<file path="config.mk">
export PLATFORM = sky130hd
export DESIGN_NAME = nlb_lpbk
export DESIGN_NICKNAME = d
export VERILOG_FILES = /design/src/nlb_pkg.sv /design/src/nlb_csr.sv /design/src/nlb_lpbk.sv /design/src/nlb_requestor.sv /design/src/nlb_test_engine.sv
export SDC_FILE = /design/constraint.sdc
export NUM_CORES = 2
export LEC_CHECK = 0
export ABC_AREA = 1
export BUFFER_PORTS_ARGS = -buffer_cell sky130_fd_sc_hd__buf_4
export CAP_MARGIN = 20
export CORE_MARGIN = 4
export CORE_UTILIZATION = 40
export CTS_CLUSTER_DIAMETER = 30
export CTS_CLUSTER_SIZE = 25
export DETAILED_ROUTE_END_ITERATION = 8
export SKIP_CTS_REPAIR_TIMING = 1
export SLEW_MARGIN = 40
export SYNTH_ARGS = -nofsm -noshare
export SYNTH_HDL_FRONTEND = slang
export SYNTH_HIERARCHICAL = 1
export SYNTH_SLANG_ARGS = --single-unit
</file>
<file path="constraint.sdc">
create_clock -name Clk_400 -period 5.45 [get_ports Clk_400]
set_input_delay 0 -clock Clk_400 [delete_from_list [all_inputs] [get_ports Clk_400]]
set_output_delay 0 -clock Clk_400 [all_outputs]
set_load 0.02 [all_outputs]
</file>
<file path="src/nlb_pkg.sv">
// Shared widths, CSR byte address map, control bit positions and the
// mode and state encodings of the native loopback engine.
// Modules refer to these as nlb_pkg::name.

package nlb_pkg;

   // -------------------------------------------------------------------
   // Widths
   // -------------------------------------------------------------------
   // Default cache line address width
   localparam int ADDR_LMT       = 20;
   // Default cache line data width
   localparam int DATA_WIDTH_DEF = 64;
   localparam int MMIO_ADDR_W    = 16;
   localparam int MMIO_DATA_W    = 64;

   // -------------------------------------------------------------------
   // CSR byte addresses
   // -------------------------------------------------------------------
   localparam logic [MMIO_ADDR_W-1:0] CSR_SCRATCH    = 16'h0100;
   localparam logic [MMIO_ADDR_W-1:0] CSR_SRC_ADDR   = 16'h0120;
   localparam logic [MMIO_ADDR_W-1:0] CSR_DST_ADDR   = 16'h0128;
   localparam logic [MMIO_ADDR_W-1:0] CSR_NUM_LINES  = 16'h0130;
   localparam logic [MMIO_ADDR_W-1:0] CSR_CTL        = 16'h0138;
   localparam logic [MMIO_ADDR_W-1:0] CSR_CFG        = 16'h0140;
   // Read-only block
   localparam logic [MMIO_ADDR_W-1:0] CSR_STATUS     = 16'h0160;
   localparam logic [MMIO_ADDR_W-1:0] CSR_NUM_READS  = 16'h0168;
   localparam logic [MMIO_ADDR_W-1:0] CSR_NUM_WRITES = 16'h0170;

   // Control word fields, active-low test reset and start
   localparam int CTL_RST_N_BIT = 0;
   localparam int CTL_START_BIT = 1;
   // Mode field is three bits wide starting here
   localparam int CFG_MODE_LSB  = 2;

   // -------------------------------------------------------------------
   // Encodings
   // -------------------------------------------------------------------
   // Test mode opcodes, other values are unsupported
   typedef enum logic [2:0] {
      M_LPBK1 = 3'd0,
      M_READ  = 3'd1,
      M_WRITE = 3'd2
   } t_test_mode;

   // Engine FSM states
   typedef enum logic [1:0] {
      ST_IDLE,
      ST_READ,
      ST_WRITE,
      ST_DONE
   } t_engine_state;

endpackage

</file>
<file path="src/nlb_csr.sv">
// MMIO register file of the loopback engine. Holds the test setup,
// forms the test reset and start pulse, locks the setup while a test
// runs and returns status and counters with a one-cycle read latency.
`timescale 1ns/10ps

module nlb_csr #(
   parameter int ADDR_LMT = nlb_pkg::ADDR_LMT
) (
   input  logic                            Clk_400,
   input  logic                            reset,
   // MMIO request side
   input  logic                            mmio_wr_en,
   input  logic                            mmio_rd_en,
   input  logic [nlb_pkg::MMIO_ADDR_W-1:0] mmio_addr,
   input  logic [nlb_pkg::MMIO_DATA_W-1:0] mmio_wdata,
   // MMIO read response
   output logic                            mmio_rd_valid,
   output logic [nlb_pkg::MMIO_DATA_W-1:0] mmio_rdata,
   // Test setup toward the engine
   output logic                            test_rst,
   output logic                            go,
   output logic [ADDR_LMT-1:0]             src_addr,
   output logic [ADDR_LMT-1:0]             dst_addr,
   output logic [31:0]                     num_lines,
   output nlb_pkg::t_test_mode             mode,
   // Status back from engine and requester
   input  logic                            running,
   input  logic                            done,
   input  logic [31:0]                     num_reads,
   input  logic [31:0]                     num_writes
);

   localparam int DW = nlb_pkg::MMIO_DATA_W;

   logic [DW-1:0] scratch;
   logic          ctl_rst_n;
   logic          ctl_start;
   // Start bit as seen one clock earlier
   logic          start_prev;
   logic [DW-1:0] rd_mux;

   // -------------------------------------------------------------------
   // Register writes
   // -------------------------------------------------------------------
   always_ff @(posedge Clk_400)
   begin
      if (reset)
      begin
         scratch    <= '0;
         src_addr   <= '0;
         dst_addr   <= '0;
         num_lines  <= '0;
         mode       <= nlb_pkg::M_LPBK1;
         ctl_rst_n  <= 1'b0;
         ctl_start  <= 1'b0;
         start_prev <= 1'b0;
      end
      else
      begin
         start_prev <= ctl_start;
         if (mmio_wr_en)
         begin
            case (mmio_addr)
               nlb_pkg::CSR_SCRATCH:   scratch <= mmio_wdata;
               // Setup registers are frozen while the engine runs
               nlb_pkg::CSR_SRC_ADDR:  if (!running) src_addr  <= mmio_wdata[ADDR_LMT-1:0];
               nlb_pkg::CSR_DST_ADDR:  if (!running) dst_addr  <= mmio_wdata[ADDR_LMT-1:0];
               nlb_pkg::CSR_NUM_LINES: if (!running) num_lines <= mmio_wdata[31:0];
               nlb_pkg::CSR_CFG:
                  if (!running)
                     mode <= nlb_pkg::t_test_mode'(mmio_wdata[nlb_pkg::CFG_MODE_LSB +: 3]);
               // Control word is always writable so a test can be reset
               nlb_pkg::CSR_CTL:
               begin
                  ctl_rst_n <= mmio_wdata[nlb_pkg::CTL_RST_N_BIT];
                  ctl_start <= mmio_wdata[nlb_pkg::CTL_START_BIT];
               end
               default: ;
            endcase
         end
      end
   end

   // Test reset follows the active-low control bit
   assign test_rst = ~ctl_rst_n;
   // Rising start bit out of test reset launches one run
   assign go = ctl_rst_n & ctl_start & ~start_prev;

   // -------------------------------------------------------------------
   // Read-back
   // -------------------------------------------------------------------
   always_comb
   begin
      rd_mux = '0;
      case (mmio_addr)
         nlb_pkg::CSR_SCRATCH:    rd_mux = scratch;
         nlb_pkg::CSR_SRC_ADDR:   rd_mux[ADDR_LMT-1:0] = src_addr;
         nlb_pkg::CSR_DST_ADDR:   rd_mux[ADDR_LMT-1:0] = dst_addr;
         nlb_pkg::CSR_NUM_LINES:  rd_mux[31:0] = num_lines;
         nlb_pkg::CSR_CTL:
         begin
            rd_mux[nlb_pkg::CTL_RST_N_BIT] = ctl_rst_n;
            rd_mux[nlb_pkg::CTL_START_BIT] = ctl_start;
         end
         nlb_pkg::CSR_CFG:        rd_mux[nlb_pkg::CFG_MODE_LSB +: 3] = mode;
         // Bit 0 is the completion flag that software polls
         nlb_pkg::CSR_STATUS:     rd_mux[0] = done;
         nlb_pkg::CSR_NUM_READS:  rd_mux[31:0] = num_reads;
         nlb_pkg::CSR_NUM_WRITES: rd_mux[31:0] = num_writes;
         default: ;   // unmapped reads return zero
      endcase
   end

   // Response one clock after the read request
   always_ff @(posedge Clk_400)
   begin
      if (reset)
      begin
         mmio_rd_valid <= 1'b0;
         mmio_rdata    <= '0;
      end
      else
      begin
         mmio_rd_valid <= mmio_rd_en;
         if (mmio_rd_en)
            mmio_rdata <= rd_mux;
      end
   end

endmodule

</file>
<file path="src/nlb_lpbk.sv">
// Top level of the native loopback test engine. Connects the CSR block,
// the test engine and the memory requester and sets their widths.
`timescale 1ns/10ps

module nlb_lpbk #(
   parameter int ADDR_LMT   = nlb_pkg::ADDR_LMT,
   parameter int DATA_WIDTH = nlb_pkg::DATA_WIDTH_DEF
) (
   input  logic                            Clk_400,
   input  logic                            reset,
   // MMIO port
   input  logic                            mmio_wr_en,
   input  logic                            mmio_rd_en,
   input  logic [nlb_pkg::MMIO_ADDR_W-1:0] mmio_addr,
   input  logic [nlb_pkg::MMIO_DATA_W-1:0] mmio_wdata,
   output logic                            mmio_rd_valid,
   output logic [nlb_pkg::MMIO_DATA_W-1:0] mmio_rdata,
   // Memory port, four-phase req/ack
   output logic                            mem_req,
   output logic                            mem_we,
   output logic [ADDR_LMT-1:0]             mem_addr,
   output logic [DATA_WIDTH-1:0]           mem_wdata,
   input  logic                            mem_ack,
   input  logic [DATA_WIDTH-1:0]           mem_rdata
);

   // CSR to engine
   logic                  test_rst;
   logic                  go;
   logic [ADDR_LMT-1:0]   src_addr;
   logic [ADDR_LMT-1:0]   dst_addr;
   logic [31:0]           num_lines;
   nlb_pkg::t_test_mode   mode;
   logic                  running;
   logic                  done;
   // Engine to requester
   logic                  cmd_start;
   logic                  cmd_we;
   logic [ADDR_LMT-1:0]   cmd_addr;
   logic [DATA_WIDTH-1:0] cmd_wdata;
   logic                  cmd_done;
   logic [DATA_WIDTH-1:0] rd_data;
   // Requester counters back to CSR
   logic [31:0]           num_reads;
   logic [31:0]           num_writes;

   nlb_csr #(
      .ADDR_LMT (ADDR_LMT)
   ) inst_nlb_csr (
      .Clk_400, .reset,
      .mmio_wr_en, .mmio_rd_en, .mmio_addr, .mmio_wdata,
      .mmio_rd_valid, .mmio_rdata,
      .test_rst, .go, .src_addr, .dst_addr, .num_lines, .mode,
      .running, .done, .num_reads, .num_writes
   );

   nlb_test_engine #(
      .ADDR_LMT   (ADDR_LMT),
      .DATA_WIDTH (DATA_WIDTH)
   ) inst_test_engine (
      .Clk_400, .reset, .test_rst,
      .go, .src_addr, .dst_addr, .num_lines, .mode,
      .running, .done,
      .cmd_start, .cmd_we, .cmd_addr, .cmd_wdata, .cmd_done, .rd_data
   );

   nlb_requestor #(
      .ADDR_LMT   (ADDR_LMT),
      .DATA_WIDTH (DATA_WIDTH)
   ) inst_requestor (
      .Clk_400, .reset, .test_rst,
      .cmd_start, .cmd_we, .cmd_addr, .cmd_wdata, .cmd_done, .rd_data,
      .mem_req, .mem_we, .mem_addr, .mem_wdata, .mem_ack, .mem_rdata,
      .num_reads, .num_writes
   );

endmodule

</file>
<file path="src/nlb_requestor.sv">
// Memory requester of the loopback engine. Takes one command at a time
// from the engine, runs the four-phase req/ack handshake, keeps read
// data and counts completed reads and writes.
`timescale 1ns/10ps

module nlb_requestor #(
   parameter int ADDR_LMT   = nlb_pkg::ADDR_LMT,
   parameter int DATA_WIDTH = nlb_pkg::DATA_WIDTH_DEF
) (
   input  logic                  Clk_400,
   input  logic                  reset,
   input  logic                  test_rst,
   // Command from the engine
   input  logic                  cmd_start,
   input  logic                  cmd_we,
   input  logic [ADDR_LMT-1:0]   cmd_addr,
   input  logic [DATA_WIDTH-1:0] cmd_wdata,
   output logic                  cmd_done,
   output logic [DATA_WIDTH-1:0] rd_data,
   // Memory port
   output logic                  mem_req,
   output logic                  mem_we,
   output logic [ADDR_LMT-1:0]   mem_addr,
   output logic [DATA_WIDTH-1:0] mem_wdata,
   input  logic                  mem_ack,
   input  logic [DATA_WIDTH-1:0] mem_rdata,
   // Completion counters
   output logic [31:0]           num_reads,
   output logic [31:0]           num_writes
);

   // Phase 3 done, waiting for memory to drop ack
   logic wait_fall;
   logic accept;
   logic ack_rise;
   logic complete;

   // New command only when the handshake is fully idle
   assign accept   = cmd_start & ~mem_req & ~wait_fall;
   assign ack_rise = mem_req & mem_ack;
   // Phase 4 seen, request retired
   assign complete = wait_fall & ~mem_ack;

   // -------------------------------------------------------------------
   // Handshake control
   // -------------------------------------------------------------------
   always_ff @(posedge Clk_400)
   begin
      if (reset)
      begin
         mem_req   <= 1'b0;
         wait_fall <= 1'b0;
         cmd_done  <= 1'b0;
      end
      else
      begin
         cmd_done <= complete;
         if (accept)
            mem_req <= 1'b1;
         // Drop req once memory answers
         if (ack_rise)
         begin
            mem_req   <= 1'b0;
            wait_fall <= 1'b1;
         end
         if (complete)
            wait_fall <= 1'b0;
      end
   end

   // Request fields, held for the whole handshake
   always_ff @(posedge Clk_400)
   begin
      if (reset)
      begin
         mem_we    <= 1'b0;
         mem_addr  <= '0;
         mem_wdata <= '0;
         rd_data   <= '0;
      end
      else
      begin
         if (accept)
         begin
            mem_we    <= cmd_we;
            mem_addr  <= cmd_addr;
            mem_wdata <= cmd_wdata;
         end
         // Read data is only valid while ack is high
         if (ack_rise && !mem_we)
            rd_data <= mem_rdata;
      end
   end

   // -------------------------------------------------------------------
   // Counters, cleared by reset or test reset
   // -------------------------------------------------------------------
   always_ff @(posedge Clk_400)
   begin
      if (reset || test_rst)
      begin
         num_reads  <= '0;
         num_writes <= '0;
      end
      else if (complete)
      begin
         if (mem_we)
            num_writes <= num_writes + 32'd1;
         else
            num_reads <= num_reads + 32'd1;
      end
   end

endmodule

</file>
<file path="src/nlb_test_engine.sv">
// Test engine FSM. Walks the line index from 0 to num_lines - 1 and
// hands read or write commands to the requester, one at a time, in
// the order the selected mode needs.
`timescale 1ns/10ps

module nlb_test_engine #(
   parameter int ADDR_LMT   = nlb_pkg::ADDR_LMT,
   parameter int DATA_WIDTH = nlb_pkg::DATA_WIDTH_DEF
) (
   input  logic                  Clk_400,
   input  logic                  reset,
   input  logic                  test_rst,
   // Test setup from the CSR block
   input  logic                  go,
   input  logic [ADDR_LMT-1:0]   src_addr,
   input  logic [ADDR_LMT-1:0]   dst_addr,
   input  logic [31:0]           num_lines,
   input  nlb_pkg::t_test_mode   mode,
   output logic                  running,
   output logic                  done,
   // Command toward the requester
   output logic                  cmd_start,
   output logic                  cmd_we,
   output logic [ADDR_LMT-1:0]   cmd_addr,
   output logic [DATA_WIDTH-1:0] cmd_wdata,
   input  logic                  cmd_done,
   input  logic [DATA_WIDTH-1:0] rd_data
);

   nlb_pkg::t_engine_state state;
   nlb_pkg::t_engine_state state_nxt;

   logic [31:0]           idx;
   logic [31:0]           idx_nxt;
   logic                  last_line;
   logic                  mode_ok;
   // Line addresses for the current and the next index, modulo 2^ADDR_LMT
   logic [ADDR_LMT-1:0]   src_line;
   logic [ADDR_LMT-1:0]   dst_line;
   logic [ADDR_LMT-1:0]   src_nxt;
   logic [ADDR_LMT-1:0]   dst_nxt;
   // Next command and index step
   logic                  issue;
   logic                  step;
   logic                  iss_we;
   logic [ADDR_LMT-1:0]   iss_addr;
   logic [DATA_WIDTH-1:0] iss_wdata;

   assign idx_nxt   = idx + 32'd1;
   assign last_line = (idx_nxt == num_lines);
   assign mode_ok   = (mode == nlb_pkg::M_LPBK1) || (mode == nlb_pkg::M_READ) ||
                      (mode == nlb_pkg::M_WRITE);
   assign src_line  = src_addr + ADDR_LMT'(idx);
   assign dst_line  = dst_addr + ADDR_LMT'(idx);
   assign src_nxt   = src_addr + ADDR_LMT'(idx_nxt);
   assign dst_nxt   = dst_addr + ADDR_LMT'(idx_nxt);

   // -------------------------------------------------------------------
   // Next state and next command
   // -------------------------------------------------------------------
   always_comb
   begin
      state_nxt = state;
      issue     = 1'b0;
      step      = 1'b0;
      iss_we    = 1'b0;
      iss_addr  = src_line;
      iss_wdata = rd_data;
      case (state)
         nlb_pkg::ST_IDLE:
            if (go)
            begin
               // Nothing to do, finish at once
               if (num_lines == 32'd0 || !mode_ok)
                  state_nxt = nlb_pkg::ST_DONE;
               else if (mode == nlb_pkg::M_WRITE)
               begin
                  state_nxt = nlb_pkg::ST_WRITE;
                  issue     = 1'b1;
                  iss_we    = 1'b1;
                  iss_addr  = dst_line;
                  iss_wdata = DATA_WIDTH'(dst_line);
               end
               else
               begin
                  state_nxt = nlb_pkg::ST_READ;
                  issue     = 1'b1;
               end
            end
         nlb_pkg::ST_READ:
            if (cmd_done)
            begin
               // LPBK1 copies the line just read to the destination
               if (mode == nlb_pkg::M_LPBK1)
               begin
                  state_nxt = nlb_pkg::ST_WRITE;
                  issue     = 1'b1;
                  iss_we    = 1'b1;
                  iss_addr  = dst_line;
               end
               else
               begin
                  step = 1'b1;
                  if (last_line)
                     state_nxt = nlb_pkg::ST_DONE;
                  else
                  begin
                     issue    = 1'b1;
                     iss_addr = src_nxt;
                  end
               end
            end
         nlb_pkg::ST_WRITE:
            if (cmd_done)
            begin
               step = 1'b1;
               if (last_line)
                  state_nxt = nlb_pkg::ST_DONE;
               else if (mode == nlb_pkg::M_LPBK1)
               begin
                  state_nxt = nlb_pkg::ST_READ;
                  issue     = 1'b1;
                  iss_addr  = src_nxt;
               end
               else
               begin
                  // WRITE pattern is the line's own address
                  issue     = 1'b1;
                  iss_we    = 1'b1;
                  iss_addr  = dst_nxt;
                  iss_wdata = DATA_WIDTH'(dst_nxt);
               end
            end
         // Stays done until test reset
         default: ;
      endcase
   end

   // -------------------------------------------------------------------
   // State registers
   // -------------------------------------------------------------------
   always_ff @(posedge Clk_400)
   begin
      if (reset || test_rst)
      begin
         state     <= nlb_pkg::ST_IDLE;
         idx       <= '0;
         running   <= 1'b0;
         done      <= 1'b0;
         cmd_start <= 1'b0;
      end
      else
      begin
         state     <= state_nxt;
         cmd_start <= issue;
         if (step)
            idx <= idx_nxt;
         running <= (state_nxt == nlb_pkg::ST_READ) || (state_nxt == nlb_pkg::ST_WRITE);
         done    <= (state_nxt == nlb_pkg::ST_DONE);
      end
   end

   // Command fields change only with a new command
   always_ff @(posedge Clk_400)
   begin
      if (reset)
      begin
         cmd_we    <= 1'b0;
         cmd_addr  <= '0;
         cmd_wdata <= '0;
      end
      else if (issue)
      begin
         cmd_we    <= iss_we;
         cmd_addr  <= iss_addr;
         cmd_wdata <= iss_wdata;
      end
   end

endmodule

</file>
==> results by stage <==
Clock tree:
- The number of buffers created by CTS is ~110.
- The maximum clock insertion buffer count is 3.
- The H-tree was split into 3 levels.
- The clock sink total is 545.
- The CTS tree is done.
- The post-CTS clock slew at the launch and capture registers of the worst setup and hold paths is about 50 ps.
- Clock tree synthesis selected as its root buffer the cell sky130_fd_sc_hd__clkbuf_16.
- The clock insertion delay at the later pin of the skew report is approximately 670 ps.

Power and ir drop:
- Internal power comes to a little over 9 mW.
- Combinational logic burns around 3.2% of the power.
- The overall power of the completed layout is roughly 12 mW.
- The analysis attributes to net switching a power of around 2.6 mW.
- For this design the static power due to leakage is about 17 nW.
- The maximum ir drop on the vdd rail is 0.000260 V.
- The proportion of power drawn by the clock network is just over 60%.
- The net switching fraction of the power is a little over a fifth.
- For this design the ratio of total power to cell area is just under 300 mW/mm².
- The portion of total power attributed to sequential cells is between 30% and 40%.

Yosys:
- By area the synthesized netlist is led by sky130_fd_sc_hd__dfxtp_1 35%, sky130_fd_sc_hd__nand2_1 12%, sky130_fd_sc_hd__nor2_1 11%.
- Summed over its instances, the top area cell type makes up a little over a third of the synthesized netlist area.
- In this run, synthesis produced a sequential element count of ~550.
- The number of distinct library cells after synthesis is between 50 and 60.
- During synthesis, Yosys emitted a total of 6 warnings.
- Summing the sequential cell areas from Yosys gives between 30% and 40% of the chip area.
- The post-synthesis cell type with the largest combined area is sky130_fd_sc_hd__dfxtp_1.
- The number of nets in the synthesized netlist is about 5000.
- The average cell area after synthesis is 6.55 µm².
- Synthesis produced 4742 cells.
- The total standard cell area after synthesis is between 0.03 and 0.04 mm².

Die:
- The core box area is ~0.076 mm².
- The floorplan step defined a die boundary enclosing 0.0822 mm².
- Once the floorplan was initialized, standard cells occupied 40.6% of the core.
- Measured along the y axis, the die boundary spans ~290 µm.
- The boundary pin count is 300.
- The standard-cell row count is 101.
- The x dimension of the die is between 200 and 300 µm.

Drt:
- The number of DRC violations after detailed-routing iteration 0 is between 2000 and 3000.
- Using the TritonRoute via totals, the vias-per-cell ratio works out to 5.27.
- After detailed routing, the average wire length per cell comes to 19.6 µm.
- The routed via count is around 33000.
- The total wirelength of the detailed-routed design is approximately 120000 µm.
- Before antenna repair, the detailed router went through 6 iterations.
- The residual antenna-violating net count after detailed routing is 0.
- The final routed DRC violation total is 0.

Critical path:
- Along the worst path, the maximum fanout reaches 27.
- The peak per-stage delay on the critical path is 550 ps.
- The required time at the endpoint of the critical path is 6040 ps.
- Walking the worst path, the cells encountered are ha_1 > nand2_2 > nor2_4 > nand2_1 > nor2_4 > nand2_2 > nand2_2 > nand2_1 > nand2_1 > inv_1 > nor2_1 > nand3b_1 > nor2_1 > nand4_1 > nand2_1 > nand2_1 > nand2_2 > buf_4 > nand2_1 > a21oi_1.
- The nature of the critical path startpoint is a flop.
- The most common cell type on the critical path is sky130_fd_sc_hd__nand2_1.
- The critical path in this run is classified as reg2reg.
- The cell at the slowest stage of the critical path is sky130_fd_sc_hd__dfxtp_1.
- The endpoint type of the worst setup path is a flop.
- At the worst endpoint, the arrival time is 5160 ps.
- Measured in cells, the most critical reg-to-reg path has a length of 20.

GRT:
- The global-route congestion overflow total is 0.
- In the global route stage, overall resource usage came out at between 20% and 30%.
- The maximum number of pins on one net before global-route repair is 90.
- The via count of the first global-routing pass came to between 30000 and 40000.
- The first global-routing pass estimated ~180000 µm of wire.
- The number of antenna violations at the first check in global routing was 0.

Status:
- The flow ran to the end, but the final reports show violations.
- The final reports fail on negative hold slack.

Timing:
- The final critical path time including I/O delays and setup is 4580 ps.
- The worst slack on hold paths is -23.0 ps.
- Setup violations remaining at the end of the flow were counted as 0.
- Summed over all failing endpoints, the final setup total negative slack is 0 ps.
- The post-route clock skew is ~40 ps.
- The timing-limited maximum frequency is around 220 MHz.
- At the pin with the least slew margin, the transition time is 886 ps.
- Measured against its own limit, the worst slew margin works out to between 40% and 50%.
- The final max-slew violation count is 0.
- The final hold violation count is 3.
- Dividing the final minimum period by the clock period gives 84.0%.
- Setup repair after global routing left no endpoint under its margin.

Cells and area:
- The synthesis-to-finish area growth is 26.6%.
- Of the cells placed in the final design, the portion with a size suffix greater than 1 is 13.3%.
- After filler insertion, the fill cell instance count of the layout stands at 7725.
- The number of nets in the finished design is between 5000 and 6000.

Flow run:
- The max-capacitance violation count is 0.

Placed design:
- Once detailed placement completed, the half-perimeter wirelength came to approximately 92000 µm.
- The routability congestion estimate from global placement is 1.02.
- In this run the tool buffered the top-level ports with 299 buffer cells.

Min path:
- The tightest min-delay check is of the in2reg type.
- Counting instances, the worst hold path has a depth of 8.
==> cells in the mapped netlist (all sizes together) <==
| cell type | count |
|---|---|
| and2 | 7 |
| clkbuf | 137 |
| o22ai | 16 |
| a21o | 11 |
| o21a | 6 |
| xnor2 | 18 |
| fa | 4 |
| o221ai | 2 |
| a31oi | 2 |
| o2bb2ai | 2 |
| a21boi | 3 |
| o2111ai | 1 |
| and3 | 1 |
| nand4 | 51 |
| inv | 430 |
| o211a | 6 |
| ha | 87 |
| o211ai | 9 |
| a211oi | 80 |
| o21bai | 11 |
| or2 | 9 |
| a221oi | 1 |
| nor2b | 1 |
| xor2 | 38 |
| nor3 | 27 |
| nor4 | 11 |
| nand2 | 1033 |
| clkinv | 4 |
| nor2 | 977 |
| buf | 67 |
| dfxtp | 545 |
| a21oi | 294 |
| nand3 | 334 |
| nand3b | 24 |
| nor3b | 2 |
| o311ai | 2 |
| o31ai | 2 |
| o21ai | 487 |
==> state kept, by name, summed over array words and instances, names as in the netlist, 3 cells and up <==
signal,cells
inst_nlb_csr/num_lines,32
inst_requestor/mem_addr,20
inst_nlb_csr/scratch,64
inst_requestor/mem_wdata,64
inst_requestor/rd_data,64
inst_nlb_csr/mode,3
inst_requestor/num_writes,32
inst_test_engine/idx,32
inst_nlb_csr/dst_addr,20
inst_nlb_csr/src_addr,20
inst_test_engine/cmd_addr,20
inst_test_engine/cmd_wdata,64
inst_nlb_csr/mmio_rdata,64
inst_requestor/num_reads,32
==> cell usage in the layout (no fill, tap or decap), types with 38 or more instances in the layout <==
| master | n |
|---|---|
| sky130_fd_sc_hd__dfxtp_1 | 545 |
| sky130_fd_sc_hd__nand4_1 | 51 |
| sky130_fd_sc_hd__ha_1 | 87 |
| sky130_fd_sc_hd__dlygate4sd3_1 | 133 |
| sky130_fd_sc_hd__o21ai_0 | 467 |
| sky130_fd_sc_hd__nand3_1 | 330 |
| sky130_fd_sc_hd__a21oi_1 | 293 |
| sky130_fd_sc_hd__inv_1 | 414 |
| sky130_fd_sc_hd__a211oi_2 | 63 |
| sky130_fd_sc_hd__clkbuf_16 | 114 |
| sky130_fd_sc_hd__xor2_1 | 38 |
| sky130_fd_sc_hd__nand2_1 | 1011 |
| sky130_fd_sc_hd__buf_4 | 324 |
| sky130_fd_sc_hd__nor2_1 | 931 |
==> worst max-delay path: cells and delay by family (launching register included) <==
kind	cells	cell delay, ps
AO/OA/AOI/OAI	1	150
adder cells (fa/ha/maj)	1	310
buffers and inverters	2	500
flip-flops	1	550
AND/OR/NAND/NOR	16	2970
==> area by class of cell <==
| type | count | area, µm² | area share, % |
|---|---|---|---|
| tap | 1030 | 1290 | 3.28 |
| sequential | 545 | 10900 | 27.7 |
| antenna | 1 | 2.50 | 0.00636 |
| inverter | 434 | 1640 | 4.17 |
| clock inverter | 64 | 871 | 2.21 |
| multi-input combinational | 3559 | 17600 | 44.7 |
| clock buffer | 150 | 3220 | 8.18 |
| timing repair buffer | 462 | 3830 | 9.73 |
==> through the flow <==
| step | setup WS [ps] | cells | area (µm²) | hold slack (ps) | utilization [%] |
|---|---|---|---|---|---|
| 6_report | 874 | 6245 | 39300 | -23.0 | 51.4 |
| 4_1_cts | 932 | 6111 | 38000 | -478 | 49.7 |
| 2_1_floorplan | 2360 | 4742 | 31100 | 69.1 | - |
| 3_5_place_dp | 987 | 5897 | 33900 | 227 | 44.3 |
| 3_3_place_gp | 1050 | 5897 | 33900 | 220 | 44.3 |
| 5_1_grt | 609 | 6244 | 39300 | 62.9 | 51.4 |
==> final timing paths <==
check / from / end / slack [ps]
min reg2reg: inst_nlb_csr/scratch[36] / inst_nlb_csr/mmio_rdata[36] / 450
min: mmio_addr[5] / inst_nlb_csr/mode[0] / -20
max: inst_test_engine/idx[1] / inst_test_engine/cmd_wdata[49] / 870
max reg2reg: inst_test_engine/idx[1] / inst_test_engine/cmd_wdata[49] / 870
==> metal layers <==
layer	GRT usage (%)	part of all wire [%]
met5	0	0
met1	38.3	44
met4	10.2	3.5
met3	4.69	6.8
met2	46.2	46
==> logic make-up after synthesis <==
family	after synthesis	synth area share (%)
and+or+nand+nor	2477	33.8
adders and majority gates	91	3.76
buffers and inverters	638	8.41
AOI/OAI and AO/OA	935	17.4
xor gates and xnor gates	56	1.58
DFF	545	35.1
==> power groups by stage <==
stage          registers, mW  logic (mW)  clock network [mW]
6_report                4.02       0.373                7.21
5_1_grt                 4.02       0.398                7.54
4_1_cts                 4.02       0.293                7.31
3_5_place_dp            4.10       0.292                   0
3_3_place_gp            4.10       0.292                   0
2_1_floorplan           4.12      0.0999                   0
Power figures use the tool's default switching activity.
